## src/verilog/rv_pkg.sv

```systemverilog
`default_nettype none

package rv_pkg;

    typedef enum logic [3:0] {
        ALU_ADD,
        ALU_SUB,
        ALU_SLL,
        ALU_SLT,
        ALU_SLTU,
        ALU_XOR,
        ALU_SRL,
        ALU_SRA,
        ALU_OR,
        ALU_AND,
        ALU_PASS_B      // lui just forwards the immediate
    } alu_op_t;

    typedef enum logic [2:0] {BR_NONE, BR_EQ, BR_NE, BR_LT, BR_GE, BR_LTU, BR_GEU} br_type_t;

    typedef enum logic [1:0] {WB_ALU, WB_PC4, WB_MEM} wb_sel_t;     // writeback source

    typedef enum logic [1:0] {MEM_BYTE, MEM_HALF, MEM_WORD} mem_size_t;  // matches funct3[1:0]

    typedef struct packed {
        logic      alu_a_pc;        // operand a from pc
        logic      alu_b_imm;       // operand b from imm
        alu_op_t   alu_op;
        br_type_t  br_type;
        logic      jump;            // jal / jalr
        logic      wb_en;
        wb_sel_t   wb_sel;
        logic      mem_rd;
        logic      mem_wr;
        mem_size_t mem_size;
        logic      mem_unsigned;    // lbu / lhu
    } ctrl_t;

    typedef struct packed {
        logic [31:0] pc;
        logic [31:0] inst;
        logic [4:0]  rd;
        logic [31:0] rd_data;
        logic        wb_en;
    } retire_t;

    localparam logic [6:0] OP_LUI    = 7'b0110111;
    localparam logic [6:0] OP_AUIPC  = 7'b0010111;
    localparam logic [6:0] OP_JAL    = 7'b1101111;
    localparam logic [6:0] OP_JALR   = 7'b1100111;
    localparam logic [6:0] OP_BRANCH = 7'b1100011;
    localparam logic [6:0] OP_LOAD   = 7'b0000011;
    localparam logic [6:0] OP_STORE  = 7'b0100011;
    localparam logic [6:0] OP_IMM    = 7'b0010011;
    localparam logic [6:0] OP_OP     = 7'b0110011;

endpackage

`default_nettype wire
```

## src/verilog/rv_exu.sv

```systemverilog
`timescale 1ns/1ps
`default_nettype none

module rv_exu (
    input  rv_pkg::ctrl_t ctrl,
    input  wire  [31:0]   pc,
    input  wire  [31:0]   rs1_data,
    input  wire  [31:0]   rs2_data,
    input  wire  [31:0]   imm,
    output logic [31:0]   alu_out,
    output logic          branch_taken
);
    logic [31:0] op_a;
    logic [31:0] op_b;
    logic [4:0]  shamt;

    assign op_a  = ctrl.alu_a_pc ? pc : rs1_data;
    assign op_b  = ctrl.alu_b_imm ? imm : rs2_data;
    assign shamt = op_b[4:0];           // rv32 shifts use low 5 bits

    always_comb
    begin
        case (ctrl.alu_op)
            rv_pkg::ALU_ADD:    alu_out = op_a + op_b;
            rv_pkg::ALU_SUB:    alu_out = op_a - op_b;
            rv_pkg::ALU_SLL:    alu_out = op_a << shamt;
            rv_pkg::ALU_SLT:    alu_out = {31'd0, $signed(op_a) < $signed(op_b)};
            rv_pkg::ALU_SLTU:   alu_out = {31'd0, op_a < op_b};
            rv_pkg::ALU_XOR:    alu_out = op_a ^ op_b;
            rv_pkg::ALU_SRL:    alu_out = op_a >> shamt;
            rv_pkg::ALU_SRA:    alu_out = $unsigned($signed(op_a) >>> shamt);
            rv_pkg::ALU_OR:     alu_out = op_a | op_b;
            rv_pkg::ALU_AND:    alu_out = op_a & op_b;
            rv_pkg::ALU_PASS_B: alu_out = op_b;
            default:            alu_out = 32'd0;
        endcase
    end

    // branch comparator works on the register values, not the alu operands
    always_comb
    begin
        case (ctrl.br_type)
            rv_pkg::BR_EQ:  branch_taken = (rs1_data == rs2_data);
            rv_pkg::BR_NE:  branch_taken = (rs1_data != rs2_data);
            rv_pkg::BR_LT:  branch_taken = ($signed(rs1_data) < $signed(rs2_data));
            rv_pkg::BR_GE:  branch_taken = ($signed(rs1_data) >= $signed(rs2_data));
            rv_pkg::BR_LTU: branch_taken = (rs1_data < rs2_data);
            rv_pkg::BR_GEU: branch_taken = (rs1_data >= rs2_data);
            default:        branch_taken = 1'b0;    // not a branch
        endcase
    end

endmodule

`default_nettype wire

```

## config.mk

```make
export PLATFORM = sky130hd
export DESIGN_NAME = rv_exu
export DESIGN_NICKNAME = d
export VERILOG_FILES = /design/src/verilog/rv_pkg.sv /design/src/verilog/rv_exu.sv
export SDC_FILE = /design/constraint.sdc
export NUM_CORES = 1
export LEC_CHECK = 0
export ABC_AREA = 0
export BUFFER_PORTS_ARGS = -buffer_cell sky130_fd_sc_hd__clkbuf_2
export CORE_ASPECT_RATIO = 2
export CORE_UTILIZATION = 35
export DETAILED_ROUTE_END_ITERATION = 16
export GPL_ROUTABILITY_DRIVEN = 0
export PLACE_DENSITY = 0.5
export SYNTH_ARGS = -nofsm -noshare
export SYNTH_HDL_FRONTEND = slang
export SYNTH_SLANG_ARGS = --single-unit
export TNS_END_PERCENT = 10
```

## constraint.sdc

```tcl
create_clock -name vclk -period 10.85
set_input_delay 1.085 -clock vclk [all_inputs]
set_output_delay 1.085 -clock vclk [all_outputs]
set_load 0.005 [all_outputs]
```

Word-level counts from Yosys, hierarchy flattened
Cells that the tools add are included.
W data, S select, Z words.
{"block": "op_classes", "add_sub_neg": 2, "order_cmp": 6, "n_eq_ne": 18, "n_shift": 3, "mux": 4, "n_bitwise": 3, "reduce_logical": 1}
{"operator": "$pmux W32 S11", "count": 1}
{"operator": "$lt A32 B32 Y1", "count": 4}
{"operator": "$ge A32 B32 Y1", "count": 2}
{"operator": "$mux W32", "count": 2}
{"operator": "$add A32 B32 Y32", "count": 1}
{"operator": "$and A32 B32 Y32", "count": 1}
{"operator": "$eq A32 B32 Y1", "count": 1}
{"operator": "$ne A32 B32 Y1", "count": 1}
{"operator": "$or A32 B32 Y32", "count": 1}
{"operator": "$shl A32 B5 Y32", "count": 1}
{"operator": "$shr A32 B5 Y32", "count": 1}
{"operator": "$sshr A32 B5 Y32", "count": 1}
{"operator": "$sub A32 B32 Y32", "count": 1}
{"operator": "$xor A32 B32 Y32", "count": 1}
{"operator": "$eq A4 B3 Y1 const B", "count": 4}
{"operator": "$eq A4 B4 Y1 const B", "count": 3}
{"operator": "$eq A3 B3 Y1 const B", "count": 3}
{"operator": "$eq A4 B2 Y1 const B", "count": 2}
{"operator": "$eq A3 B2 Y1 const B", "count": 2}
{"operator": "$pmux W1 S6", "count": 1}
{"operator": "$eq A4 B1 Y1 const B", "count": 1}
{"operator": "$logic_not A4 Y1", "count": 1}
{"operator": "$eq A3 B1 Y1 const B", "count": 1}
{"block": "word_totals", "register_bits": 0, "output_inout_bits": 33, "word_cells": 37}

Depth between registers and ports, before layout
Gate-level depths: netlist of run 1.
{"block": "depth", "depth_word": 3, "mapped_depth": 19, "mapped_depth_nobuf": 14}

Least setup slack after synthesis of run 1
No wires, ideal clock.
{"block": "synth_timing", "path_kind": "input port to output port", "from": "input port ctrl[16] in the netlist's numbering", "to": "output port alu_out[18]", "t_arrival_ns": 4.990, "required_ns": 9.765, "path_slack_ns": 4.775, "cell_stages": 19, "cell_sequence": "buf_6 -> mux2i_4 -> inv_2 -> buf_2 -> buf_6 -> buf_2 -> buf_2 -> ha_1 -> fa_1 -> o21bai_1 -> a21oi_1 -> o31a_1 -> o221ai_1 -> a21oi_1 -> o21bai_1 -> o22ai_1 -> nor2_1 -> a21oi_1 -> or4_1"}
{"block": "synth_via", "elab_chain_len": 3}
{"element": "from (decl)", "line": "rv_exu.sv:5", "source": "input rv_pkg::ctrl_t ctrl,"}
{"element": "$mux W32 *", "line": "rv_exu.sv:18", "source": "assign op_b = ctrl.alu_b_imm ? imm : rs2_data;"}
{"element": "$sub A32 B32 Y32 (tied with other cells)", "line": "rv_exu.sv:25", "source": "rv_pkg::ALU_SUB: alu_out = op_a - op_b;"}
{"element": "$pmux W32 S11 *", "line": "rv_exu.sv:23", "source": "case (ctrl.alu_op)"}
{"element": "to (decl)", "line": "rv_exu.sv:10", "source": "output logic [31:0] alu_out,"}
Every way passes the cells marked *; elsewhere a longest branch is shown, timed or not.

Worst setup path after layout of run 1
{"block": "layout_timing", "from": "input port ctrl[16] in the netlist's numbering", "to": "output port alu_out[30]"}
Same word-level chain as after synthesis.

==> results of run 1 <==
[final timing paths]
| check | from | endpoint | slack (ns) | cells after the start |
|---|---|---|---|---|
| min | ctrl[11] | branch_taken | 2.58 | 5 |
| max | ctrl[16] | alu_out[30] | 3.41 | 17 |
[area by class of cell]
type	instances	area [sq um]
fill	3191	17000
multi-input combinational	1343	9100
timing repair buffer	201	1080
inverter	125	469
tap	356	445
antenna	1	2.50
[cell usage in the layout (no fill, tap or decap), types with 13 or more instances in the layout]
cell type  Yosys  final
nor2_1       177    176
clkbuf_2       0    170
nand2_1      168    168
a21oi_1      153    153
ha_1         129    129
inv_1        121    120
o21ai_0      119    119
mux2i_1      117    114
nand3_1       35     35
nor3_1        36     35
a211oi_1      34     34
a21o_1        34     34
buf_4          2     31
o22ai_1       29     29
o211ai_1      25     25
a221oi_1      22     22
o221ai_1      20     20
a31oi_1       18     18
nand2b_1      15     15
o21bai_1      15     15
a221o_1       14     14
nand4_1       13     13
[through the flow]
stage / setup WS, ns / instances / hold WS (ns) / utilization
2_1_floorplan: 4.77 / 1579 / 2.33 / -
6_report: 3.41 / 2026 / 2.58 / 0.395
4_1_cts: 3.59 / 2025 / 2.58 / 0.395
5_1_grt: 3.17 / 2025 / 2.65 / 0.395
3_5_place_dp: 3.61 / 2025 / 2.58 / 0.395
3_3_place_gp: 3.63 / 2025 / 2.56 / 0.395
[logic make-up after synthesis]
| group | Yosys count | synth area share |
|---|---|---|
| multiplexers | 131 | 0.134 |
| adder cells (fa/ha/maj) | 131 | 0.165 |
| AND/OR/NAND/NOR | 484 | 0.212 |
| buffers and inverters | 236 | 0.0945 |
| XOR/XNOR | 3 | 0.00263 |
| AO/OA/AOI/OAI | 594 | 0.392 |
[metal layers]
layer	global-route usage	share of wire	wire, um	vias up
met5	0	0.00054	29	-
met4	0.279	0.093	4980	2
met3	0.0484	0.066	3540	227
met2	0.641	0.49	26300	768
met1	0.385	0.35	18700	6118
li1	-	-	-	6008
[synth_stat cells (all sizes together), types with 3 or more instances]
master / n
a2111o: 3
a2111oi: 5
a211o: 6
a211oi: 34
a21boi: 4
a21o: 35
a21oi: 153
a221o: 14
a221oi: 22
a22o: 3
a22oi: 12
a311oi: 4
a31oi: 18
and2: 5
and3: 6
and4: 4
buf: 38
clkbuf: 73
ha: 129
inv: 125
mux2: 12
mux2i: 119
nand2: 168
nand2b: 16
nand3: 35
nand4: 13
nor2: 177
nor2b: 9
nor3: 37
nor4: 6
o2111ai: 7
o211ai: 25
o21a: 8
o21ai: 132
o21bai: 15
o221a: 6
o221ai: 20
o22ai: 30
o311ai: 6
o31a: 4
o31ai: 7
o41ai: 5
or3: 4
or4: 3
xnor2: 3
==> reports/metrics.cfg, run 1 <==
[setup_path]
crit_buf_inv = 5
cp_max_fo = 45
end_kind = primary output
worstSetupPathType = in2out
worstPathRequired_ns = 9.77
arrival_ns = 6.36
crit_family = compound AO/OA/AOI/OAI gates
crit_chain = clkbuf_2, buf_4, mux2i_4, buf_4, inv_2, fa_1, o21bai_1, a21oi_1, o31a_1, o221ai_1, a21oi_1, o22ai_1, nor3_1, o21ai_0, o311ai_0, a21o_1, clkbuf_2
cp_slowest_cell = buf_4
cpPeakStageDelay_ns = 0.51
crit_path_start_kind = primary input

[hold_path]
hold_path_class = in2out

[drt]
drtIter0Drc = 1172
vias = 13100
routed_wl_um = 53500
viasPerCell = 6.48
drtPass1Iterations = 7
detail-route-antenna-nets = 0
avgRoutedWirePerCell_um = 26.4
drc = 0

[sta]
fmax_mhz = 134
slew_headroom = 0.118
min_period_ns = 7.44
maxSlewViolCount = 0
finalCritPeriodShare = 0.686
worst_pin_slew_ns = 1.32
rsz0062_at_grt = no
setup_viol = 0
finalHoldViolations = 0
tns_ns = 0

[yosys]
netlist_area_sq_um = 10000
yosysWarnings = 0
syn_inst = 1579
synthTopCellsByArea = ha_1, mux2i_1, a21oi_1, nor2_1, nand2_1
ys_seq_area_frac = 0
synth_fp_nets = 1856
avgSynthCellArea_sq_um = 6.33
yosysTopAreaCell = ha_1
synth_cell_types = 74
yosysTopAreaCellShare = 0.161

[die]
ios = 179
start_util = 0.356
die_h_um = 241
die-area_sq_um = 29300
core-area_sq_um = 28100
rows = 87
die_w_um = 122

[global_routing]
grt_pass1_wl_um = 78600
grt_usage = 0.363
grt_max_degree = 60
gr-total-overflow = 0
grt_pass1_vias = 12500
antenna_found_initial = 2

[job]
maxCapViolCount = 0

[clocking]
cts_resized = 0
postCtsHoldBufs = 0
cts_setup_buffers = 0

[layout]
fin_area_sq_um = 11100
design.seq.count = 0
layout-drive-gt1-share = 0.146
final_nets = 1948
regArea_sq_um = 0
clock_buffers = 0
syn2layout_area_growth_pct = 11.1

[run_status]
outcome = complete, no violations

[placement]
dp_hpwl_um = 42500
io_buffers = 170
post_dp_cell_area_sq_um = 11100

==> inputs of run 2 (changes only) <==
Settings changed: PLACE_DENSITY 0.5 to 0.52.
Clock period 10.85 ns to 6.3 ns, I/O delays scaled along.
==> reports/metrics.cfg, run 2 (synthesis results as in run 1) <==
[run_status]
outcome = complete, no violations  ; unchanged

[setup_path]
crit_buf_inv = 5  ; unchanged
worstSetupPathType = in2out  ; unchanged
end_kind = primary output  ; unchanged
cpPeakStageDelay_ns = 0.49  ; was 0.51 ns
crit_path_start_kind = primary input  ; unchanged
cp_slowest_cell = fa_1  ; was buf_4
arrival_ns = 5.17  ; was 6.36 ns
cp-startpoint = ctrl[17]  ; was ctrl[16]
crit_family = compound AO/OA/AOI/OAI gates  ; unchanged
crit_chain = clkbuf_2, mux2i_1, buf_4, inv_1, ha_1, fa_1, a21oi_1, o21ai_0, nand4_1, a21oi_1, a311oi_1, buf_4, o41ai_2, a311o_1, a211o_1, o211ai_1, a21o_1, clkbuf_2  ; was clkbuf_2, buf_4, mux2i_4, buf_4, inv_2, fa_1, o21bai_1, a21oi_1, o31a_1, o221ai_1, a21oi_1, o22ai_1, nor3_1, o21ai_0, o311ai_0, a21o_1, clkbuf_2
worstPathRequired_ns = 5.67  ; was 9.77 ns
cp_max_fo = 16  ; was 45

[sta]
slew_headroom = 0.0775  ; was 0.118
maxSlewViolCount = 0  ; unchanged
min_period_ns = 5.80
tns_ns = 0  ; unchanged
setup_viol = 0  ; unchanged
fmax_mhz = 172
worst_pin_slew_ns = 1.38  ; was 1.32 ns
finalCritPeriodShare = 0.921
finalHoldViolations = 0  ; unchanged
worst_slack_ns = 0.497  ; was 3.41 ns
rsz0062_at_grt = no  ; unchanged

[global_routing]
antenna_found_initial = 1  ; was 2
gr-total-overflow = 0  ; unchanged
grt_pass1_vias = 13000  ; was 12500
grt_max_degree = 59  ; was 60
grt_pass1_wl_um = 81400  ; was 78600 um
grt_usage = 0.379  ; was 0.363

[die]
ios = 179  ; unchanged
die_w_um = 122  ; unchanged
die_h_um = 241  ; unchanged
die-area_sq_um = 29300  ; unchanged
start_util = 0.356  ; unchanged
rows = 87  ; unchanged
core-area_sq_um = 28100  ; unchanged

[layout]
syn2layout_area_growth_pct = 12.7  ; was 11.1%
clock_buffers = 0  ; unchanged
final_nets = 1969  ; was 1948
regArea_sq_um = 0  ; unchanged
final_common_cell = nor2_1  ; unchanged
mostFrequentLayoutCells = nor2_1, clkbuf_2, nand2_1, a21oi_1, ha_1  ; unchanged
layout-drive-gt1-share = 0.157  ; was 0.146
design.seq.count = 0  ; unchanged

[hold_path]
holdCritStartpoint = ctrl[11]  ; unchanged
hold_path_class = in2out  ; unchanged

[drt]
drc = 0  ; unchanged
viasPerCell = 6.48  ; about the same
routed_wl_um = 55900  ; was 53500 um
drtPass1Iterations = 6  ; was 7
drtIter0Drc = 1015  ; was 1172
avgRoutedWirePerCell_um = 27.3  ; was 26.4 um
vias = 13300  ; was 13100
detail-route-antenna-nets = 0  ; unchanged

[clocking]
cts_setup_buffers = 0  ; unchanged
cts_resized = 0  ; unchanged
postCtsHoldBufs = 0  ; unchanged

[placement]
place_ws_ns = 0.633  ; was 3.61 ns
io_buffers = 170  ; unchanged
dp_hpwl_um = 44700  ; was 42500 um

[job]
maxCapViolCount = 0  ; unchanged

[run 2: worst min-delay path: stages]
cell and delay (ns):
clkbuf_2 0.12, a31oi_1 0.08, o221ai_1 0.06, a21oi_1 0.05, clkbuf_2 0.10
[run 2: worst paths after layout]
kind / end / slack [ns] / cells after the start
setup / recovery: alu_out[30] / 0.50 / 18
hold / removal: branch_taken / 1.67 / 5
[run 2: final cells by class]
cell class / instances / area (sq um)
antenna: 1 / 2.50
multi-input combinational: 1343 / 9110
inverter: 125 / 469
timing repair buffer: 222 / 1240
tap: 356 / 445
fill: 3120 / 16800
[run 2: routing by layer]
layer,wire (um),track usage,vias to the layer above,part of all wire
met3,3480,0.0390,288,0.062
met4,6510,0.365,0,0.12
li1,-,-,6053,-
met2,27600,0.672,786,0.49
met5,0,0,-,0
met1,18300,0.379,6145,0.33
[run 2: per-stage QoR]
stage                     area, sq um  std cells  hold slack [ns]   util
after floorplan                 10000       1579             1.42      -
after global placement          11300       2046             1.66  0.401
after detailed placement        11300       2046             1.68  0.401
after CTS                       11300       2046             1.68  0.401
after global routing            11300       2046             1.75  0.401
final                           11300       2047             1.67  0.401
