`src/verilog/rv_pkg.sv`:
```
`default_nettype none

package rv_pkg;

    typedef enum logic [3:0] {
        ALU_ADD,
        ALU_SUB,
        ALU_SLL,
        ALU_SLT,
        ALU_SLTU,
        ALU_XOR,
        ALU_SRL,
        ALU_SRA,
        ALU_OR,
        ALU_AND,
        ALU_PASS_B      // lui just forwards the immediate
    } alu_op_t;

    typedef enum logic [2:0] {BR_NONE, BR_EQ, BR_NE, BR_LT, BR_GE, BR_LTU, BR_GEU} br_type_t;

    typedef enum logic [1:0] {WB_ALU, WB_PC4, WB_MEM} wb_sel_t;     // writeback source

    typedef enum logic [1:0] {MEM_BYTE, MEM_HALF, MEM_WORD} mem_size_t;  // matches funct3[1:0]

    typedef struct packed {
        logic      alu_a_pc;        // operand a from pc
        logic      alu_b_imm;       // operand b from imm
        alu_op_t   alu_op;
        br_type_t  br_type;
        logic      jump;            // jal / jalr
        logic      wb_en;
        wb_sel_t   wb_sel;
        logic      mem_rd;
        logic      mem_wr;
        mem_size_t mem_size;
        logic      mem_unsigned;    // lbu / lhu
    } ctrl_t;

    typedef struct packed {
        logic [31:0] pc;
        logic [31:0] inst;
        logic [4:0]  rd;
        logic [31:0] rd_data;
        logic        wb_en;
    } retire_t;

    localparam logic [6:0] OP_LUI    = 7'b0110111;
    localparam logic [6:0] OP_AUIPC  = 7'b0010111;
    localparam logic [6:0] OP_JAL    = 7'b1101111;
    localparam logic [6:0] OP_JALR   = 7'b1100111;
    localparam logic [6:0] OP_BRANCH = 7'b1100011;
    localparam logic [6:0] OP_LOAD   = 7'b0000011;
    localparam logic [6:0] OP_STORE  = 7'b0100011;
    localparam logic [6:0] OP_IMM    = 7'b0010011;
    localparam logic [6:0] OP_OP     = 7'b0110011;

endpackage

`default_nettype wire
```
`src/verilog/rv_idu.sv`:
```
`timescale 1ns/1ps
`default_nettype none

module rv_idu (
    input  wire  [31:0]        inst,
    output rv_pkg::ctrl_t      ctrl,
    output logic [31:0]        imm
);
    logic [6:0] opcode;
    logic [2:0] funct3;
    logic       f7b;                    // funct7[5], sub / sra select

    assign opcode = inst[6:0];
    assign funct3 = inst[14:12];
    assign f7b    = inst[30];

    // funct3 to alu function, sub only exists for reg-reg
    function automatic rv_pkg::alu_op_t alu_func(input logic [2:0] f3, input logic f7,
                                                 input logic is_reg);
        rv_pkg::alu_op_t op;
        case (f3)
            3'b000:  op = (is_reg && f7) ? rv_pkg::ALU_SUB : rv_pkg::ALU_ADD;
            3'b001:  op = rv_pkg::ALU_SLL;
            3'b010:  op = rv_pkg::ALU_SLT;
            3'b011:  op = rv_pkg::ALU_SLTU;
            3'b100:  op = rv_pkg::ALU_XOR;
            3'b101:  op = f7 ? rv_pkg::ALU_SRA : rv_pkg::ALU_SRL;   // srai shares bit 30
            3'b110:  op = rv_pkg::ALU_OR;
            default: op = rv_pkg::ALU_AND;
        endcase
        return op;
    endfunction

    always_comb
    begin
        ctrl = '0;                      // unknown opcode retires as nop
        imm  = {{20{inst[31]}}, inst[31:20]};   // i-type by default
        case (opcode)
            rv_pkg::OP_LUI:
            begin
                imm            = {inst[31:12], 12'b0};
                ctrl.alu_b_imm = 1'b1;
                ctrl.alu_op    = rv_pkg::ALU_PASS_B;
                ctrl.wb_en     = 1'b1;
            end
            rv_pkg::OP_AUIPC:
            begin
                imm            = {inst[31:12], 12'b0};
                ctrl.alu_a_pc  = 1'b1;
                ctrl.alu_b_imm = 1'b1;
                ctrl.wb_en     = 1'b1;
            end
            rv_pkg::OP_JAL:
            begin
                imm            = {{11{inst[31]}}, inst[31], inst[19:12], inst[20],
                                  inst[30:21], 1'b0};
                ctrl.alu_a_pc  = 1'b1;  // target = pc + imm
                ctrl.alu_b_imm = 1'b1;
                ctrl.jump      = 1'b1;
                ctrl.wb_en     = 1'b1;
                ctrl.wb_sel    = rv_pkg::WB_PC4;    // link
            end
            rv_pkg::OP_JALR:
            begin
                ctrl.alu_b_imm = 1'b1;  // target = rs1 + imm
                ctrl.jump      = 1'b1;
                ctrl.wb_en     = 1'b1;
                ctrl.wb_sel    = rv_pkg::WB_PC4;
            end
            rv_pkg::OP_BRANCH:
            begin
                imm            = {{19{inst[31]}}, inst[31], inst[7], inst[30:25],
                                  inst[11:8], 1'b0};
                ctrl.alu_a_pc  = 1'b1;
                ctrl.alu_b_imm = 1'b1;
                case (funct3)
                    3'b000:  ctrl.br_type = rv_pkg::BR_EQ;
                    3'b001:  ctrl.br_type = rv_pkg::BR_NE;
                    3'b100:  ctrl.br_type = rv_pkg::BR_LT;
                    3'b101:  ctrl.br_type = rv_pkg::BR_GE;
                    3'b110:  ctrl.br_type = rv_pkg::BR_LTU;
                    3'b111:  ctrl.br_type = rv_pkg::BR_GEU;
                    default: ctrl.br_type = rv_pkg::BR_NONE;  // reserved, falls through
                endcase
            end
            rv_pkg::OP_LOAD:
            begin
                ctrl.alu_b_imm    = 1'b1;   // addr = rs1 + imm
                ctrl.wb_en        = 1'b1;
                ctrl.wb_sel       = rv_pkg::WB_MEM;
                ctrl.mem_rd       = 1'b1;
                ctrl.mem_size     = rv_pkg::mem_size_t'(funct3[1:0]);
                ctrl.mem_unsigned = funct3[2];
            end
            rv_pkg::OP_STORE:
            begin
                imm            = {{20{inst[31]}}, inst[31:25], inst[11:7]};
                ctrl.alu_b_imm = 1'b1;
                ctrl.mem_wr    = 1'b1;
                ctrl.mem_size  = rv_pkg::mem_size_t'(funct3[1:0]);
            end
            rv_pkg::OP_IMM:
            begin
                ctrl.alu_b_imm = 1'b1;
                ctrl.alu_op    = alu_func(funct3, f7b, 1'b0);
                ctrl.wb_en     = 1'b1;
            end
            rv_pkg::OP_OP:
            begin
                ctrl.alu_op = alu_func(funct3, f7b, 1'b1);
                ctrl.wb_en  = 1'b1;
            end
            default: ;
        endcase
    end

endmodule

`default_nettype wire

```
`config.mk`:
```
export PLATFORM = sky130hd
export DESIGN_NAME = rv_idu
export DESIGN_NICKNAME = d
export VERILOG_FILES = /design/src/verilog/rv_pkg.sv /design/src/verilog/rv_idu.sv
export SDC_FILE = /design/constraint.sdc
export NUM_CORES = 1
export LEC_CHECK = 0
export ABC_AREA = 1
export ABC_CLOCK_PERIOD_IN_PS = 1500
export BUFFER_PORTS_ARGS = -buffer_cell sky130_fd_sc_hd__buf_2
export CAP_MARGIN = 5
export CELL_PAD_IN_SITES_DETAIL_PLACEMENT = 0
export CELL_PAD_IN_SITES_GLOBAL_PLACEMENT = 1
export CORE_ASPECT_RATIO = 0.5
export CORE_MARGIN = 4
export CORE_UTILIZATION = 24
export DETAILED_ROUTE_END_ITERATION = 16
export GPL_ROUTABILITY_DRIVEN = 0
export GPL_TIMING_DRIVEN = 0
export PLACE_DENSITY_LB_ADDON = 0.3
export SETUP_SLACK_MARGIN = 0.5
export SLEW_MARGIN = 25
export SYNTH_ARGS = -nofsm -noshare
export SYNTH_HDL_FRONTEND = slang
export SYNTH_SLANG_ARGS = --single-unit
```
`constraint.sdc`:
```
create_clock -name vclk -period 1.5
set_clock_uncertainty 0.1 [all_clocks]
set_input_delay 0.3 -clock vclk [all_inputs]
set_output_delay 0.3 -clock vclk [all_outputs]
set_load 0.01 [all_outputs]
```
== Word-level counts from Yosys, hierarchy flattened ==
Index checks and enable logic that the tools add are counted.
Word-level totals
  logic and storage cells: 40
  flip-flop bits (word level): 0
Operators by class
  mux-type cells: 17
  equal/unequal tests: 16
  reductions and logical operators: 7
Operators with widths (count)
  case mux 31 bit (4 select lines): 1
  case mux 4 bit (7 select lines): 2
  == test 7 x 6 -> 1 bit (second input constant): 3
  == test 7 bit (second input constant): 3
  case mux 3 bit (6 select lines): 1
  == test 7 x 5 -> 1 bit (second input constant): 2
  == test 3 bit (second input constant): 4
  case mux 4 bit (3 select lines): 1
  two-way mux 1 bit: 9
  OR reduction 8 bit: 1
  == test 7 x 2 -> 1 bit (second input constant): 1
  OR reduction 7 bit: 1
  == test 3 x 2 -> 1 bit (second input constant): 2
  OR reduction 2 bit: 3
  case mux 2 bit (2 select lines): 1
  == test 3 x 1 -> 1 bit (second input constant): 1
  logical NOT 3 bit: 1
  two-way mux 3 bit: 1
  OR reduction 3 bit: 1
  two-way mux 2 bit: 1

== Depth between registers and ports, before layout ==
Gate-level depths: netlist of run 1.
  depth in word-level cells: 3
  mapped depth: 8
  depth with buffers taken out: 7

== Worst setup path before layout of run 1 ==
OpenSTA, ideal clock, no wires.
  kind: input -> output
  start point: input port inst[4]
  end point: output port ctrl[8] in the netlist's numbering
  path slack: 0.033 ns
  data arrival time: 1.067 ns
  data required time: 1.100 ns
  buffers on the path: 2
  stages on the path: 7
  cells stage by stage: inv_2 -> nand2_2 -> nor2_8 -> buf_6 -> nand2_1 -> nand2_1 -> buf_4
RTL lines
  from (decl): line rv_idu.sv:5  | input wire [31:0] inst,
  to (decl): line rv_idu.sv:6  | output rv_pkg::ctrl_t ctrl,

== Worst setup path in the final report of run 1 ==
  start point: input port inst[3]
  end point: output port imm[28]
Between the ends
  cells in the longest elaborated chain, start to end: 3
  elaborated cells between the ends (all ways): 7
  those cells by class: 5 x eq/ne; 1 x mux; 1 x reduce/logical
RTL lines
  == test 7 x 5 -> 1 bit / == test 7 x 6 -> 1 bit (equally long branches): line rv_idu.sv:38  | case (opcode)
  OR reduction 2 bit (no line)
  case mux 31 bit (4 select lines) *: line rv_idu.sv:38
  to (decl): line rv_idu.sv:7  | output logic [31:0] imm
Mark *: on every way between the ends. The rest lies on a longest branch, timed or not.

==> impl_metrics.tcl, run 1 <==
set metrics [dict create \
    synth_xor_area_share_pct 0 \
    maxCapViolCount 0 \
    cp_common_cell "nand2_4" \
    nClkBuffers 0 \
    wl_per_cell_um 13.4 \
    fmax_ghz 0.586 \
    holdCritPathClass "in2out" \
    synth_warnings 0 \
    synthSimpleGateAreaFrac_pct 65.4 \
    rows 16 \
    hold_viol 0 \
    path_class "in2out" \
    layout-drive-gt1-share_pct 67.8 \
    grt.total_usage_pct 16.1 \
    worstMarginPinSlew_ps 233 \
    slew_headroom_pct 84.4 \
    crit_required_ps 1100 \
    firstDrtPassIters 4 \
    fin_ws_ps -205 \
    place_inst 319 \
    routed_wl_um 4590 \
    drt_iter0_drc 34 \
    grt_pass1_wl_um 7050 \
    muxShareOfSynthArea_pct 0 \
    antenna_found_initial 0 \
    wl_met1_um 2010 \
    grt_overflow 0 \
    postRouteAntennaNets 0 \
    violations "setup timing" \
    routed.top_layer "met3" \
    synth_area_per_cell_um2 5.32 \
    seq_cells 0 \
    netlist_area_um2 983 \
    power_density_nw_per_um2 211 \
    synth_adder_area_share_pct 0 \
    synth_fp_nets 217 \
    initial_core_util_pct 25.1 \
    yosys.cell_types.count 26 \
    vias 1607 \
    pin_count 82 \
    die_area_um2 5250 \
    p_leak_uw 0.00124 \
    chipWidth_um 98.5 \
    slowest_delay_ps 170 \
    peakVddDrop_uv 96.9 \
    area_growth_pct 151 \
    final_cells 343 \
    rsz0062_at_grt "yes" \
    critPathLaunchType "primary input" \
    vias_per_cell 4.69 \
    grt_pass1_vias 1534 \
    synth_top_family_by_area "simple AND/OR/NAND/NOR gates" \
    dpl.hpwl_um 3100 \
    final-seq-area_um2 0 \
    diodes 0 \
    wl_met3_um 199 \
    power.total_uw 521 \
    core_area_um2 3920 \
    period_share_pct 114 \
    grt_max_degree 11 \
    cp-end-kind "primary output" \
    drc 0 \
    fin_util_pct 63.0 \
    path_cells "buf_12 > clkinv_8 > nand2_4 > nor2_4 > nand2_4 > nand2_4 > clkbuf_16 > o21ai_4 > buf_2" \
    min_period_ps 1710 \
    status "complete, but fails checks" \
    crit_slowest_cell "nor2_4" \
    final_nets 323 \
    dr_wl_met2_um 2370 \
    synth.yosys.seq_area_share_pct 0 \
    synth_compound_area_share_pct 14.8 \
    syn_inst 185 \
    numPortBuffers 80 \
    cp_max_fo 7 \
    die_y_um 53.3 \
    drv_slew 0 \
    multi_input_area_um2 1130 \
    fillers 332 \
    setup_viol 46 \
    arrival_ps 1310 \
]
==> report_power, final <==
part           internal [uW]  switching [uW]  total [uW]
combinational            253             268         521
sequential                 0               0           0
clock                      0               0           0
==> worst max-delay path, delay by kind of cell <==
| family | cells | cell delay [ps] |
|---|---|---|
| and+or+nand+nor | 4 | 490 |
| buffers and inverters | 4 | 450 |
| AOI/OAI and AO/OA | 1 | 50 |
==> timing repair <==
action                                  4_1_cts  5_1_grt
pin swaps                                    24       12
gates resized for setup                      76       29
cloned                                        2        3
endpoints found under the setup margin       50       50
setup buffers                                15        4
hold buffers                                  0        0
==> layout make-up <==
class	count	share of cell area [%]
Inverter	31	7.75
Tap cell	54	2.73
Buffer	10	5.52
Multi-Input combinational cell	145	45.6
Timing Repair Buffer	103	38.4
==> worst paths after layout <==
path / startpoint / end / slack, ps / cells after the start
worst max-delay path: inst[3] / imm[28] / -210 / 9
worst min-delay path: inst[31] / imm[31] / 780 / 3
==> synthesized netlist by cell type (4+ instances only) <==
cell | number | area, um^2
buf_4 | 4 | 30.0
inv_1 | 25 | 93.8
inv_2 | 5 | 18.8
nand2_1 | 43 | 161
nand3_1 | 30 | 150
nand4_1 | 7 | 43.8
nor2_1 | 23 | 86.3
nor2_4 | 5 | 56.3
o21ai_0 | 9 | 45.0
o21ai_1 | 7 | 35.0
==> logic make-up (layout without fill, tap and decap cells) <==
logic type,after synthesis,count (layout)
simple gates,121,122
compound gates,23,23
buf+inv,41,144
==> per-stage QoR <==
| stage | setup slack [ps] | area [um^2] | hold slack (ps) | setup TNS, ps |
|---|---|---|---|---|
| 5_1_grt | -265 | 2470 | 793 | -8510 |
| 4_1_cts | -174 | 2250 | 769 | -5010 |
| 3_5_place_dp | -314 | 1700 | 817 | -10500 |
| 2_1_floorplan | 124 | 1230 | 534 | 0 |
| 3_3_place_gp | -340 | 1700 | 814 | -10220 |
| 6_report | -205 | 2470 | 782 | -6020 |
==> routing by layer <==
metal  up-vias  global-route usage, %
met4         0                      0
met2        52                   30.3
met5         -                      0
met1       737                   21.9
li1        818                      -
met3         0                  0.526
==> layout by cell type (no fill, tap or decap), types with 6 or more instances in the layout <==
cell type / instances
nand2_4: 9
nand2_1: 28
nand2_2: 8
nor2_1: 14
nand3_1: 22
buf_12: 13
nor2_4: 10
inv_1: 15
buf_6: 28
nand4_1: 7
o21ai_2: 8
buf_4: 10
buf_2: 53
inv_2: 6
Note: power is estimated with default switching activity, not from simulation.
==> run 2, diff against run 1 <==
--- a/config.mk
+++ b/config.mk
@@ -7,14 +7,13 @@
 export LEC_CHECK = 0
 export ABC_AREA = 1
 export ABC_CLOCK_PERIOD_IN_PS = 1500
-export BUFFER_PORTS_ARGS = -buffer_cell sky130_fd_sc_hd__buf_2
 export CAP_MARGIN = 5
 export CELL_PAD_IN_SITES_DETAIL_PLACEMENT = 0
 export CELL_PAD_IN_SITES_GLOBAL_PLACEMENT = 1
-export CORE_ASPECT_RATIO = 0.5
 export CORE_MARGIN = 4
-export CORE_UTILIZATION = 24
+export CORE_UTILIZATION = 41
 export DETAILED_ROUTE_END_ITERATION = 16
+export DONT_BUFFER_PORTS = 1
 export GPL_ROUTABILITY_DRIVEN = 0
 export GPL_TIMING_DRIVEN = 0
 export PLACE_DENSITY_LB_ADDON = 0.3
==> impl_metrics.tcl, run 2 (synthesis results as in run 1) <==
set metrics [dict create \
    status "finished, final reports clean" \
    final_cells 233 \
    min_period_ps 1470 \
    ctsHoldBuffers 0 \
    power_frac_clock_pct 0 \
    path_class "in2out" \
    final_common_cell "nand3_1" \
    power_density_nw_per_um2 189 \
    postRouteAntennaNets 0 \
    core_area_um2 2250 \
    crit_required_ps 1100 \
    diodes 0 \
    numPortBuffers 0 \
    grt_max_degree 11 \
    vias 1359 \
    pin_count 82 \
    peakVddDrop_uv 142 \
    vias_per_cell 5.83 \
    final-seq-area_um2 0 \
    p_comb_share_pct 100.0 \
    grt_pass1_wl_um 6320 \
    grt_overflow 0 \
    layout-drive-gt1-share_pct 62.4 \
    rsz0062_at_grt "yes" \
    area_growth_pct 85.9 \
    drv_slew 0 \
    internal_power_uw 132 \
    routed_wl_um 3900 \
    layout_common_cells "nand3_1 (22), nand2_1 (17), nand2_2 (17)" \
    worstMarginPinSlew_ps 430 \
    p_switching_uw 213 \
    die_area_um2 3250 \
    wl_per_cell_um 16.7 \
    arrival_ps 1070 \
    nClkBuffers 0 \
    place_inst 213 \
    slew_headroom_pct 71.0 \
    period_share_pct 98.2 \
    chipWidth_um 57.0 \
    initial_core_util_pct 43.6 \
    fmax_ghz 0.679 \
    grt_pass1_vias 1350 \
    critPathLaunchType "primary input" \
    dpl.hpwl_um 2670 \
    drt_iter0_drc 60 \
    final_nets 239 \
    cp-end-kind "primary output" \
    rows 17 \
    antenna_found_initial 0 \
    sw_frac_of_total_pct 61.8 \
    die_y_um 57.0 \
    drc 0 \
    setup_viol 0 \
    seqPwrFrac_pct 0 \
    holdCritPathClass "in2out" \
    p_leak_uw 0.000804 \
    cp_max_fo 6 \
    whs_ps 531 \
    seq_cells 0 \
    grt.total_usage_pct 22.9 \
    hold_viol 0 \
    firstDrtPassIters 4 \
    maxCapViolCount 0 \
]
==> run 2: cell types whose count changed in the layout (fill, tap and decap cells not counted), moves of 4 or more <==
| cell | delta |
|---|---|
| buf_12 | -8 |
| buf_2 | -53 |
| buf_6 | -19 |
| nand2_1 | -11 |
| nand2_2 | +9 |
| nor2_1 | -6 |
| nor2_4 | +4 |
==> run 2: cell type report <==
type                            count  area, um^2
Timing Repair Buffer               19         228
Fill cell                         159         427
Multi-Input combinational cell    145        1240
Buffer                             10         121
Inverter                           31         205
Tap cell                           28        35.0
==> run 2: worst max-delay path, cell delays in order <==
cell       delay (ps)
clkinv_16          30
nand2_4            40
nor2_4            180
nand2_4           140
o21ai_0           390
==> run 2: power groups by stage <==
stage,clock network (uW),logic [uW],registers [uW]
3_3_place_gp,0,250,0
6_report,0,345,0
3_5_place_dp,0,255,0
4_1_cts,0,325,0
2_1_floorplan,0,223,0
5_1_grt,0,370,0
==> run 2: worst paths after layout <==
kind	start	to	slack, ps	cells after the start
max	inst[3]	imm[27]	30	5
min	inst[12]	ctrl[9]	530	1
==> run 2: repair_timing <==
| action | in CTS | in global routing |
|---|---|---|
| resized for setup | 52 | 31 |
| gates cloned | 3 | 0 |
| endpoints found under the setup margin | 49 | 49 |
| pin swaps | 23 | 15 |
| hold endpoints to repair | 0 | 0 |
| setup buffers | 16 | 1 |
==> run 2: metrics by stage <==
stage,power (uW),setup slack [ps],utilization [%],instance area (um^2),TNS (ps)
floorplan,223,124,-,1230,0
global placement,250,43.4,56.2,1270,0
detailed placement,255,22.0,56.2,1270,0
CTS,325,69.2,75.0,1690,0
global route,370,-21.8,81.1,1830,-107
finish,345,26.7,81.1,1830,0
==> run 2: layer usage <==
metal	routed length, um	global-route usage [%]	vias to the layer above
li1	-	-	650
met1	1470	30.2	625
met2	2000	39.0	80
met3	395	4.75	4
met4	34	3.31	0
met5	0	0	-
