### src/verilog/rv_ifu.sv
`timescale 1ns/1ps
`default_nettype none

module rv_ifu #(
    parameter logic [31:0] RESET_PC = 32'h0
) (
    input  wire         clk,
    input  wire         reset,
    output logic [31:0] imem_addr,
    input  wire  [31:0] imem_data,
    input  wire         is_mem,         // current inst is a load or store
    input  wire         jump,
    input  wire  [31:0] jump_pc,
    input  wire         mem_done,
    output logic [31:0] pc,
    output logic [31:0] inst,
    output logic        mem_start,
    output logic        commit
);
    localparam logic [1:0] S_FETCH = 2'd0;
    localparam logic [1:0] S_EXEC  = 2'd1;
    localparam logic [1:0] S_MEM   = 2'd2;

    logic [1:0] state;
    logic       fetch_done;             // inst latched last edge, so we are in exec

    assign imem_addr = {pc[31:2], 2'b00};   // word aligned
    assign mem_start = fetch_done & is_mem; // exec cycle of a load/store
    assign commit    = (state == S_EXEC && !is_mem) || (state == S_MEM && mem_done);

    always_ff @(posedge clk)
    begin
        if (reset)
        begin
            state      <= S_FETCH;
            pc         <= RESET_PC;
            fetch_done <= 1'b0;
        end
        else
        begin
            fetch_done <= (state == S_FETCH);
            case (state)
                S_FETCH: state <= S_EXEC;
                S_EXEC:  state <= is_mem ? S_MEM : S_FETCH;
                S_MEM:   state <= mem_done ? S_FETCH : S_MEM;   // wait for lsu
                default: state <= S_FETCH;
            endcase
            if (commit)
                pc <= jump ? jump_pc : pc + 32'd4;  // next inst
        end
    end

    always_ff @(posedge clk)
    begin
        if (state == S_FETCH)
            inst <= imem_data;  // latched at the edge ending fetch
    end

    a_state_legal: assert property (@(posedge clk) disable iff (reset) state != 2'd3);

endmodule

`default_nettype wire

### config.mk
export PLATFORM = sky130hd
export DESIGN_NAME = rv_ifu
export DESIGN_NICKNAME = d
export VERILOG_FILES = /design/src/verilog/rv_ifu.sv
export SDC_FILE = /design/constraint.sdc
export NUM_CORES = 1
export LEC_CHECK = 0
export BUFFER_PORTS_ARGS = -buffer_cell sky130_fd_sc_hd__buf_2
export CAP_MARGIN = 20
export CORE_AREA = 10 10 107 109
export DETAILED_ROUTE_END_ITERATION = 16
export DIE_AREA = 0 0 117 119
export PLACE_DENSITY = 0.68
export RECOVER_POWER = 100
export SLEW_MARGIN = 20
export SYNTH_ARGS = -nofsm -noshare
export SYNTH_HDL_FRONTEND = slang
export SYNTH_SLANG_ARGS = --single-unit
export TNS_END_PERCENT = 5
### constraint.sdc
create_clock -name clk -period 3.1 [get_ports clk]
set_input_delay 0.31 -clock clk [delete_from_list [all_inputs] [get_ports clk]]
set_output_delay 0.31 -clock clk [all_outputs]
set_load 0.02 [all_outputs]
# After elaboration in Yosys (flattened, before gate mapping)
# Index checks and enable logic that the tools add are counted.
# classes
n_addsub	1
eq_ne	2
n_mux	4
n_bitwise	1
reduce_logical	5
# ops
cell	count
adder 32 x 3 -> 32 bit (second input constant)	1
two-way mux 32 bit	1
one-hot mux 2 bit (3 select lines)	1
two-way mux 2 bit	2
equality test 2 x 1 -> 1 bit (second input constant)	1
equality test 2 bit (second input constant)	1
logical AND 1 bit	2
zero test 2 bit	1
AND 1 bit	1
zero test 1 bit	1
logical OR 1 bit	1
# word_totals
reg_bits	67
input_bits	69
output_inout_bits	98
elab_cells	17

# Longest topological paths before layout
# Gate-level depths: netlist of run 1.
# depth
ltp_word	3
ltp_mapped	7
ltp_nobuf	5

# Worst setup path after synthesis of run 1
# No wires, ideal clock.
# synth_timing
path_kind	flip-flop to flip-flop
startpoint	reg state[1]
endpoint	reg inst[0], enable pin
setup_time_ns	0.421
t_arrival_ns	1.768
required_ns	2.679
slack_ns	0.911
stages_incl_launch_ff	2
synth_period_minus_slack_ns	2.189
cell_sequence	dfxtp_1 > nor2_1
# synth_via
elab_chain_len	1
# synth_rtl
item	line	source
start, declared	24	logic [1:0] state;
start signal, assigned	44	S_EXEC: state <= is_mem ? S_MEM : S_FETCH;
start signal, assigned	45	S_MEM: state <= mem_done ? S_FETCH : S_MEM;
zero test 2 bit	55	if (state == S_FETCH)
end signal, assigned	56	inst <= imem_data;
end, declared	16	output logic [31:0] inst,
# Every way passes these cells.
# A chain may end at the register's enable or synchronous reset.

# Final worst setup path of run 1
# layout_timing
startpoint	reg state[1]
endpoint	out commit
# layout_via
elab_chain_len	3
elab_cells_between_ends	5
cone_classes	eq/ne (2); reduce/logical (3)
# layout_rtl
item	line	source
equality test 2 x 1 -> 1 bit / equality test 2 bit (equally long branches)	29	assign commit = (state == S_EXEC && !is_mem) || (state == S_MEM && mem_done);
logical AND 1 bit	29	
logical OR 1 bit *	29	
end, declared	18	output logic commit
# Mark *: on every way between the ends. The rest lies on a longest branch, timed or not.

==> results of run 1 <==
-- worst max-delay path, stage by stage (launching register included) --
cell      delay, ns
dfxtp_1        0.52
and3b_1        0.57
nor2_4         0.19
inv_2          0.56
clkbuf_2       0.29
-- placed cells by master (no fill, tap or decap), drive strengths merged, types with 4 or more instances in the layout --
cell type  instances
o41ai              4
nand3             20
inv               11
a41oi              6
nor4              15
nor3              17
buf               71
nand2             26
a31oi              8
a211oi             5
a311o              5
edfxtp            32
and4               7
and3               4
dfxtp             34
o211ai             4
clkbuf           105
o21ai             14
nor2              24
a21oi             15
nand4             17
-- state kept, by name (all words and copies together) (netlist names) --
| name | cells |
|---|---|
| pc | 32 |
| state | 2 |
| inst | 32 |
-- where the power goes --
group | switching, µW | total (µW) | internal (µW) | leakage, µW
registers | 61.9 | 1050 | 989 | 0.000597
logic | 260 | 373 | 113 | 0.000817
clock network | 353 | 885 | 532 | 0.000111
-- path summary, 6_finish.rpt --
check | start | end | slack (ns) | cells past startpoint
worst min-delay path | imem_data[13] | inst[13] | 0.13 | 1
worst min register to register | pc[0] | pc[0] | 0.46 | 2
worst max register to register | state[1] | pc[12] | 0.66 | 5
worst max-delay path | state[1] | commit | 0.29 | 4
-- per-layer routing --
metal	up-vias	GRT usage [%]	routed length, µm
met5	-	0	0
met4	0	7.187	172
met3	15	6.376	1395
met2	198	25.43	5376
met1	1626	19.70	5042
li1	1671	-	-
-- final cells by class --
| cell class | count | area, µm² | area share [%] |
|---|---|---|---|
| flip-flops and latches | 66 | 1642 | 37.83 |
| multi-input cells | 240 | 1538 | 35.44 |
| repair buffers | 167 | 721.9 | 16.64 |
| well taps | 114 | 142.6 | 3.287 |
| clock buffers | 9 | 123.9 | 2.855 |
| clock inverters | 7 | 117.6 | 2.711 |
| inverters | 13 | 48.80 | 1.125 |
| diodes | 2 | 5.005 | 0.1153 |
-- cells by family after synthesis --
kind of cell    share of synthesized area (%)
compound gates                          18.68
fa+ha+maj                              0.3505
buf+inv                                 10.94
flops                                   45.99
mux                                    0.8413
other cells                            0.1051
simple gates                            23.10
-- through the flow --
| stage | area [µm²] | cells |
|---|---|---|
| 6_report | 4339 | 618 |
| 5_1_grt | 4337 | 617 |
| 4_1_cts | 4462 | 616 |
| 3_5_place_dp | 4220 | 600 |
| 3_3_place_gp | 4220 | 600 |
| 2_1_floorplan | 3573 | 374 |
==> key figures, run 1 <==
STA
  • Slew headroom: -5.610%
  • Final period utilization: 90.66%
  • Max Slew Vio Count: 33
  • Worst-margin pin slew: 1.584 ns
  • Hold Fails Final Rpt: 0
  • RSZ-0062 raised after global routing: no
  • Minimum clock period: 2.810 ns
  • Final worst slack: 0.2895 ns
  • Fin Setup TNS: 0 ns
  • Fin Clk Skew: 0.01185 ns
  • Fmax: 0.3558 GHz
  • Min Hold Slack: 0.1309 ns
  • Setup Viol. Count Final: 0

Clock tree
  • Clock Sinks: 66
  • H-tree Lvls: 3
  • CTS tree: yes
  • Post-CTS Setup Bufs: 0
  • Hold_buf cts: 0
  • Worst-Skew Late Latency: 0.35 ns
  • Total CTS buffers: 9
  • Post_cts resized: 0
  • Max Buffers Root-to-Sink: 2
  • Reg clk slew, reported paths: 0.08 ns
  • Root Buffer: clkbuf_8

Placed design
  • Hpwl dp: 8841 µm
  • RePlAce Congestion: 0.8782
  • Pre-CTS WS: 0.7076 ns
  • I/O Buffers: 164

Yosys
  • Seq/Total Area, Yosys: 45.99%
  • Number of synthesized register bits: 66
  • Synth Cell Area: 3570 µm²
  • Largest cells by area after synthesis: edfxtp_1 (27%), dfxtp_1 (19%), buf_4 (6.9%)
  • Top_reg_cell synth: dfxtp_1
  • Post-synth top area share: 26.92%
  • Synth area leader: edfxtp_1
  • Commonest cells post-synth: dfxtp_1 (34), buf_4 (33), edfxtp_1 (32)
  • Post-synth cell types: 62
  • Share of flip-flops with an asynchronous set or reset: 0%
  • Synth warn: 0
  • Syn Area/Cell: 9.570 µm²
  • Mapped Cells: 373
  • Cell with the most instances after synthesis: dfxtp_1
  • Post-synth EDFFs: 32

GRT
  • All-Layer GR Usage: 16.43%
  • Vias in the first global route: 3,536
  • Antenna violations before repair: 2
  • Total gr overflow: 0
  • Largest net degree at the start of global routing: 50
  • First-pass GRT wire length: 18,330 µm

Setup path
  • Worst path required time: 2.79 ns
  • Setup CP Type: flop to output port
  • Crit end category: output port
  • Crit path launch type: flop
  • CP Max Fanout: 41
  • Critical path arrival: 2.50 ns

Die
  • Die Y: 119 µm
  • Die ar.: 13,920 µm²
  • Core outline area: 9459 µm²
  • I/O pins: 167
  • Die W: 117 µm
  • Row cnt: 36
  • Initial core utilization: 37.74%

Hold path
  • Hold Path Class: input port to flop

Routing
  • Antenna Nets Post-Route: 0
  • Routed wire per std cell: 19.39 µm
  • 1st-pass router iterations: 5
  • DRC viols: 0
  • Vias: 3,510
  • Vias per cell: 5.680
  • Iteration-0 DRC Markers: 333
  • Routed wire length: 11,990 µm

Power and ir drop
  • Final Power: 2310 µW
  • Leakage: 0.001525 µW
  • Peak VDD IR: 0.1967 mV
  • Pwr dens: 532.3 nW/µm²

Flow run
  • Max Cap Viol: 1

Status
  • Failing checks: capacitance limit, slew limit
  • Status: finished with violations

Cells and area
  • Filler cells: 974
  • Nets: 567
  • Layout cells sized above 1: 19.92%
  • Synthesis-to-layout area growth: 21.56%
  • Fin util: 45.87%
(Power assumes the default switching activity.)
==> run 2, diff against run 1 <==
--- a/config.mk
+++ b/config.mk
@@ -5,6 +5,7 @@
 export SDC_FILE = /design/constraint.sdc
 export NUM_CORES = 1
 export LEC_CHECK = 0
+export ABC_AREA = 1
 export BUFFER_PORTS_ARGS = -buffer_cell sky130_fd_sc_hd__buf_2
 export CAP_MARGIN = 20
 export CORE_AREA = 10 10 107 109
==> run 2 against run 1 <==
The flow still finishes with violations (capacitance limit, slew limit); design area decreased by 0.86%; cell count increased by 13%; via count decreased by 1.2%; setup slack improved by 0.75 ns; total power decreased by 8.3%; clock-buffer cell count unchanged; synthesized cell count increased by 20%; largest power group unchanged.
==> key figures, run 2 <==
Status
  • Status: finished with violations
  • Failing checks: capacitance limit, slew limit

Setup path
  • Worst path required time: 3.03 ns (+0.24 ns)
  • Slowest cell delay on critical path: 1.17 ns (+0.60 ns)
  • Crit path launch type: flop
  • Crit path max-delay family: buffers and inverters
  • Setup CP Type: flop to flop
  • Critical-path top delay cell: clkbuf_1
  • Worst flop-to-flop path startpoint: state[1]
  • Crit. Startpoint: state[1]
  • CP Max Fanout: 32 (-22%)
  • Worst path bufs/invs: 1 (-1)
  • Crit path cell chain: nor2_2 -> clkbuf_1
  • Crit end category: flop
  • Critical path arrival: 1.99 ns (-0.51 ns)

Yosys
  • Synth area leader: edfxtp_1
  • Post-synth EDFFs: 32 (unchanged)
  • Share of flip-flops with an asynchronous set or reset: 0% (unchanged)
  • Syn Area/Cell: 8.000 µm² (-16%)
  • Synth Cell Area: 3576 µm² (+0.18%)
  • Seq/Total Area, Yosys: 45.91% (-0.080 points)
  • Mapped Cells: 447 (+20%)
  • Post-synth top area share: 26.87% (-0.047 points)
  • Synth warn: 0 (unchanged)
  • Post-synth cell types: 38 (-39%)
  • Commonest cells post-synth: nand2_1 (83), nor2_1 (48), a21oi_1 (44)
  • Cell with the most instances after synthesis: nand2_1
  • Top_reg_cell synth: dfxtp_1
  • Largest cells by area after synthesis: edfxtp_1 (27%), dfxtp_1 (19%), nand2_1 (8.7%)
  • Number of synthesized register bits: 66 (unchanged)

Die
  • I/O pins: 167 (unchanged)
  • Die ar.: 13,920 µm² (unchanged)
  • Die Y: 119 µm (unchanged)
  • Die W: 117 µm (unchanged)
  • Row cnt: 36 (unchanged)
  • Initial core utilization: 37.80% (+0.066 points)
  • Core outline area: 9459 µm² (unchanged)

Cells and area
  • Synthesis-to-layout area growth: 20.29%
  • Layout cells sized above 1: 20.65% (+0.73 points)
  • Leading cell types in the layout, fill and taps excluded: clkbuf_1 (97), nand2_1 (84), buf_2 (68)
  • Top Registers: inst: 32 flops, pc: 32 flops, state: 2 flops
  • Most common cell after layout, fill and taps aside: clkbuf_1
  • Nets: 651 (+15%)
  • Non-Filler Instances: 700 (+13%)
  • Ant diodes: 0 (-2)

GRT
  • First-pass GRT wire length: 17,160 µm (-6.4%)
  • Total gr overflow: 0 (unchanged)
  • Antenna violations before repair: 1 (-1)
  • Largest net degree at the start of global routing: 34 (-32%)
  • All-Layer GR Usage: 15.39% (-1.0 points)
  • Vias in the first global route: 3,341 (-5.5%)

Routing
  • Routed wire length: 11,400 µm (-4.9%)
  • Routed wire per std cell: 16.28 µm (-16%)
  • 1st-pass router iterations: 4 (-1)
  • Vias per cell: 4.956 (-13%)
  • Vias: 3,469 (-1.2%)
  • Met2 Wirelength: 4985 µm (-7.3%)
  • Met3 wire length: 1274 µm (-8.7%)
  • Iteration-0 DRC Markers: 220 (-34%)
  • Top sig layer: met5
  • Wl on met1: 4986 µm (-1.1%)
  • DRC viols: 0 (unchanged)
  • Antenna Nets Post-Route: 0 (unchanged)

Placed design
  • I/O Buffers: 164 (unchanged)
  • Hpwl dp: 8922 µm (+0.92%)
  • RePlAce Congestion: 0.8892 (+1.3%)
  • Placed cell count: 684 (+14%)

Clock tree
  • Post_cts resized: 0 (unchanged)
  • Post-CTS Setup Bufs: 0 (unchanged)
  • H-tree Lvls: 3 (unchanged)
  • Reg clk slew, reported paths: 0.09 ns (about the same)
  • Max Buffers Root-to-Sink: 2 (unchanged)
  • Worst-Skew Late Latency: 0.34 ns (about the same)
  • Root Buffer: clkbuf_8
  • Total CTS buffers: 9 (unchanged)
  • Hold_buf cts: 0 (unchanged)
  • Clock Sinks: 66 (unchanged)
  • CTS tree: yes

STA
  • Slew headroom: -7.508% (-1.9 points)
  • Fin Clk Skew: 0.01502 ns (+0.003165 ns)
  • Worst-margin pin slew: 1.613 ns (+0.02847 ns)
  • RSZ-0062 raised after global routing: no
  • Setup Viol. Count Final: 0 (unchanged)
  • Max Slew Vio Count: 33 (unchanged)
  • Min Hold Slack: 0.1326 ns (+0.001724 ns)
  • Final period utilization: 66.42% (-24 points)
  • Fin Setup TNS: 0 ns (unchanged)
  • Minimum clock period: 2.059 ns (-0.7514 ns)
  • Hold Fails Final Rpt: 0 (unchanged)
  • Fmax: 0.4856 GHz (+36%)

Power and ir drop
  • Leakage: 0.001716 µW (+13%)
  • Peak VDD IR: 0.1671 mV (-15%)
  • Pwr dens: 492.3 nW/µm² (-7.5%)

Hold path
  • Hold Path Class: input port to flop
  • Hold path startpoint: imem_data[0]

Flow run
  • Max Cap Viol: 1 (unchanged)
==> run 2: cell types whose count changed after synthesis, moves of 12 or more <==
| cell | before | now |
|---|---|---|
| a21oi_1 | 15 | 44 |
| inv_1 | 10 | 31 |
| nor2_1 | 22 | 48 |
| nor3_1 | 17 | 5 |
| nand3_1 | 20 | 37 |
| nor4_1 | 13 | 0 |
| nand2_1 | 26 | 83 |
| nand4_1 | 16 | 2 |
==> run 2: kinds of logic (layout without fill, tap and decap cells) <==
group	after synthesis	after routing	synth area share (%)
simple gates	204	204	26.59
compound gates	87	87	13.37
buf+inv	86	224	13.19
flops	66	66	45.91
xor+xnor	2	2	0.4899
fa+ha+maj	1	1	0.3498
other cells	1	2	0.1049
==> run 2: worst paths after layout <==
path                            depth (start not counted)  slack, ns  endpoint
worst min register to register                          2       0.49     pc[0]
worst min-delay path                                    1       0.13   inst[0]
worst max-delay path                                    2       1.04   inst[8]
worst max register to register                          2       1.04   inst[8]
==> run 2: worst reg2reg max path: stages (launching register included) <==
cell	delay, ns
dfxtp_1	0.36
nor2_2	0.11
clkbuf_1	1.17
==> run 2: through the flow <==
step / utilization [%] / total power (µW) / worst slack (ns) / instance area [µm²]
floorplan: - / 1363 / 0.9765 / 3580
global placement: 44.97 / 1500 / 1.484 / 4254
detailed placement: 44.97 / 1508 / 1.455 / 4254
CTS: 46.85 / 2176 / 1.209 / 4432
global route: 45.48 / 2235 / 0.8577 / 4302
finish: 45.48 / 2118 / 1.041 / 4302
==> run 2: routing by layer <==
metal  track usage (%)  up-vias
met4             3.941        2
met1             18.96     1548
met3             6.325       12
li1                  -     1718
met2             24.27      189
met5                 0        -
==> run 2: area by class of cell <==
cell class | instances | area, µm²
fill | 1012 | 5157
sequential | 66 | 1642
multi-input combinational | 296 | 1463
timing repair buffer | 168 | 726.9
inverter | 40 | 150.1
tap | 114 | 142.6
clock buffer | 9 | 123.9
clock inverter | 7 | 53.80
==> run 2: power breakdown <==
part	total [µW]	internal (µW)	switching [µW]
clock network	659	295	364
registers	1060	996	62.6
logic	400	113	286
==> run 3, diff against run 2 <==
==> constraint.sdc (replaced) <==
create_clock -name clk -period 1.95 [get_ports clk]
set_input_delay 0.195 -clock clk [delete_from_list [all_inputs] [get_ports clk]]
set_output_delay 0.195 -clock clk [all_outputs]
set_load 0.02 [all_outputs]
==> run 3 against run 2 <==
Design area grew 0.79%; setup slack lost 0.83 ns; global-route usage is essentially flat; clock power grew 68%; critical path depth grew 6; the flow now finishes without violations; routed wire length shrank 0.39%; register-to-register slack lost 0.83 ns; combinational power grew 61%; maximum frequency grew 18%; via count shrank 0.20%.
==> key figures, run 3 (synthesis gave the netlist of run 2 again) <==
STA
  • Minimum clock period: 1.738 ns (-0.3213 ns)
  • Slew headroom: 50.34% (+58 points)
  • Fmax: 0.5754 GHz (+18%)
  • Final period utilization: 89.12% (+23 points)
  • Fin Clk Skew: 0.009094 ns (-0.005923 ns)
  • Worst-margin pin slew: 0.7449 ns (-0.8677 ns)
  • Fin Setup TNS: 0 ns (unchanged)
  • Final worst slack: 0.2122 ns (-0.8287 ns)
  • Hold Fails Final Rpt: 0 (unchanged)
  • Setup Viol. Count Final: 0 (unchanged)
  • Min Hold Slack: 0.03063 ns (-0.1020 ns)
  • Max Slew Vio Count: 0 (-100%)
  • RSZ-0062 raised after global routing: no

GRT
  • First-pass GRT wire length: 17,060 µm (-0.57%)
  • Antenna violations before repair: 0 (-1)
  • Vias in the first global route: 3,433 (+2.8%)
  • All-Layer GR Usage: 15.39% (about the same)
  • Largest net degree at the start of global routing: 33 (-2.9%)
  • Total gr overflow: 0 (unchanged)

Cells and area
  • Leading cell types in the layout, fill and taps excluded: clkbuf_1 (99), nand2_1 (84), buf_2 (67)
  • Most common cell after layout, fill and taps aside: clkbuf_1
  • Layout cells sized above 1: 21.15% (+0.50 points)
  • Synthesis-to-layout area growth: 21.24%
  • Multi-input logic area: 1455 µm² (-0.51%)
  • Non-Filler Instances: 705 (+0.71%)
  • Ant diodes: 0 (unchanged)
  • Top Registers: inst: 32 flops, pc: 32 flops, state: 2 flops
  • Nets: 656 (+0.77%)
  • Register Area: 1642 µm² (unchanged)
  • Filler cells: 1,010 (-0.20%)

Placed design
  • Hpwl dp: 9094 µm (+1.9%)
  • I/O Buffers: 164 (unchanged)
  • Placed cell count: 689 (+0.73%)
  • Pre-CTS WS: 0.3279 ns (-1.127 ns)
  • RePlAce Congestion: 0.9060 (+1.9%)

Power and ir drop
  • Leakage: 0.001746 µW (+1.7%)
  • Pwr dens: 793.0 nW/µm² (+61%)
  • Final Power: 3438 µW (+62%)
  • Peak VDD IR: 0.3118 mV (+87%)

Routing
  • Antenna Nets Post-Route: 0 (unchanged)
  • Vias: 3,462 (-0.20%)
  • 1st-pass router iterations: 4 (unchanged)
  • Routed wire per std cell: 16.10 µm (-1.1%)
  • Routed wire length: 11,350 µm (-0.39%)
  • Iteration-0 DRC Markers: 178 (-19%)
  • DRC viols: 0 (unchanged)
  • Vias per cell: 4.911 (-0.91%)

Setup path
  • Worst path required time: 2.23 ns (-0.80 ns)
  • Crit path launch type: flop
  • Crit path cell chain: ha_1 -> nand2_1 -> nor2_4 -> nand2_4 -> nor2_2 -> a21o_1 -> nand3_2 -> a21oi_2
  • Crit path max-delay family: simple AND/OR/NAND/NOR gates
  • Slowest cell delay on critical path: 0.45 ns (-0.72 ns)
  • Critical-path top delay cell: dfxtp_1
  • Setup CP Type: flop to flop
  • Critical path arrival: 2.02 ns (+0.03 ns)
  • Worst path bufs/invs: 0 (-1)
  • CP Max Fanout: 7 (-78%)
  • Crit end category: flop

Clock tree
  • H-tree Lvls: 3 (unchanged)
  • Post-CTS Setup Bufs: 0 (unchanged)
  • Reg clk slew, reported paths: 0.08 ns (about the same)
  • Hold_buf cts: 0 (unchanged)
  • Post_cts resized: 0 (unchanged)
  • Max Buffers Root-to-Sink: 2 (unchanged)
  • Total CTS buffers: 9 (unchanged)
  • CTS tree: yes
  • Worst-Skew Late Latency: 0.34 ns (about the same)
  • Clock Sinks: 66 (unchanged)
  • Root Buffer: clkbuf_8

Flow run
  • Max Cap Viol: 0 (-1)

Die
  • Initial core utilization: 37.80% (unchanged)
  • Die Y: 119 µm (unchanged)
  • Die ar.: 13,920 µm² (unchanged)
  • I/O pins: 167 (unchanged)
  • Die W: 117 µm (unchanged)
  • Row cnt: 36 (unchanged)
  • Core outline area: 9459 µm² (unchanged)

Status
  • Status: completed

Hold path
  • Hold Path Class: input port to flop
-- run 3: path summary, 6_finish.rpt --
check                      from       end  slack, ns  depth (start not counted)
hold / removal    imem_data[14]  inst[14]       0.03                          1
hold reg to reg           pc[1]     pc[1]       0.48                          2
setup reg to reg          pc[2]    pc[20]       0.21                          8
setup / recovery          pc[2]    pc[20]       0.21                          8
-- run 3: area by class of cell --
class	count	area share, %
sequential	66	37.86
multi-input combinational	296	33.56
timing repair buffer	173	17.55
inverter	40	3.463
tap	114	3.290
clock buffer	10	2.944
clock inverter	6	1.328
-- run 3: per-stage QoR --
| step | util, % | cell area (µm²) |
|---|---|---|
| global route | 45.83 | 4335 |
| finish | 45.83 | 4335 |
| CTS | 47.33 | 4477 |
| detailed placement | 45.37 | 4292 |
| floorplan | - | 3582 |
| global placement | 45.37 | 4292 |
-- run 3: power breakdown --
part / internal [µW] / switching, µW
Clock: 582 / 531
Sequential: 1580 / 96.5
Combinational: 187 / 459
-- run 3: layer usage --
metal,global-route usage [%],vias to the layer above,share of wire [%]
li1,-,1724,-
met1,19.19,1542,45
met2,24.20,182,43
met3,4.468,14,10
met4,6.337,0,1.6
met5,0,-,0
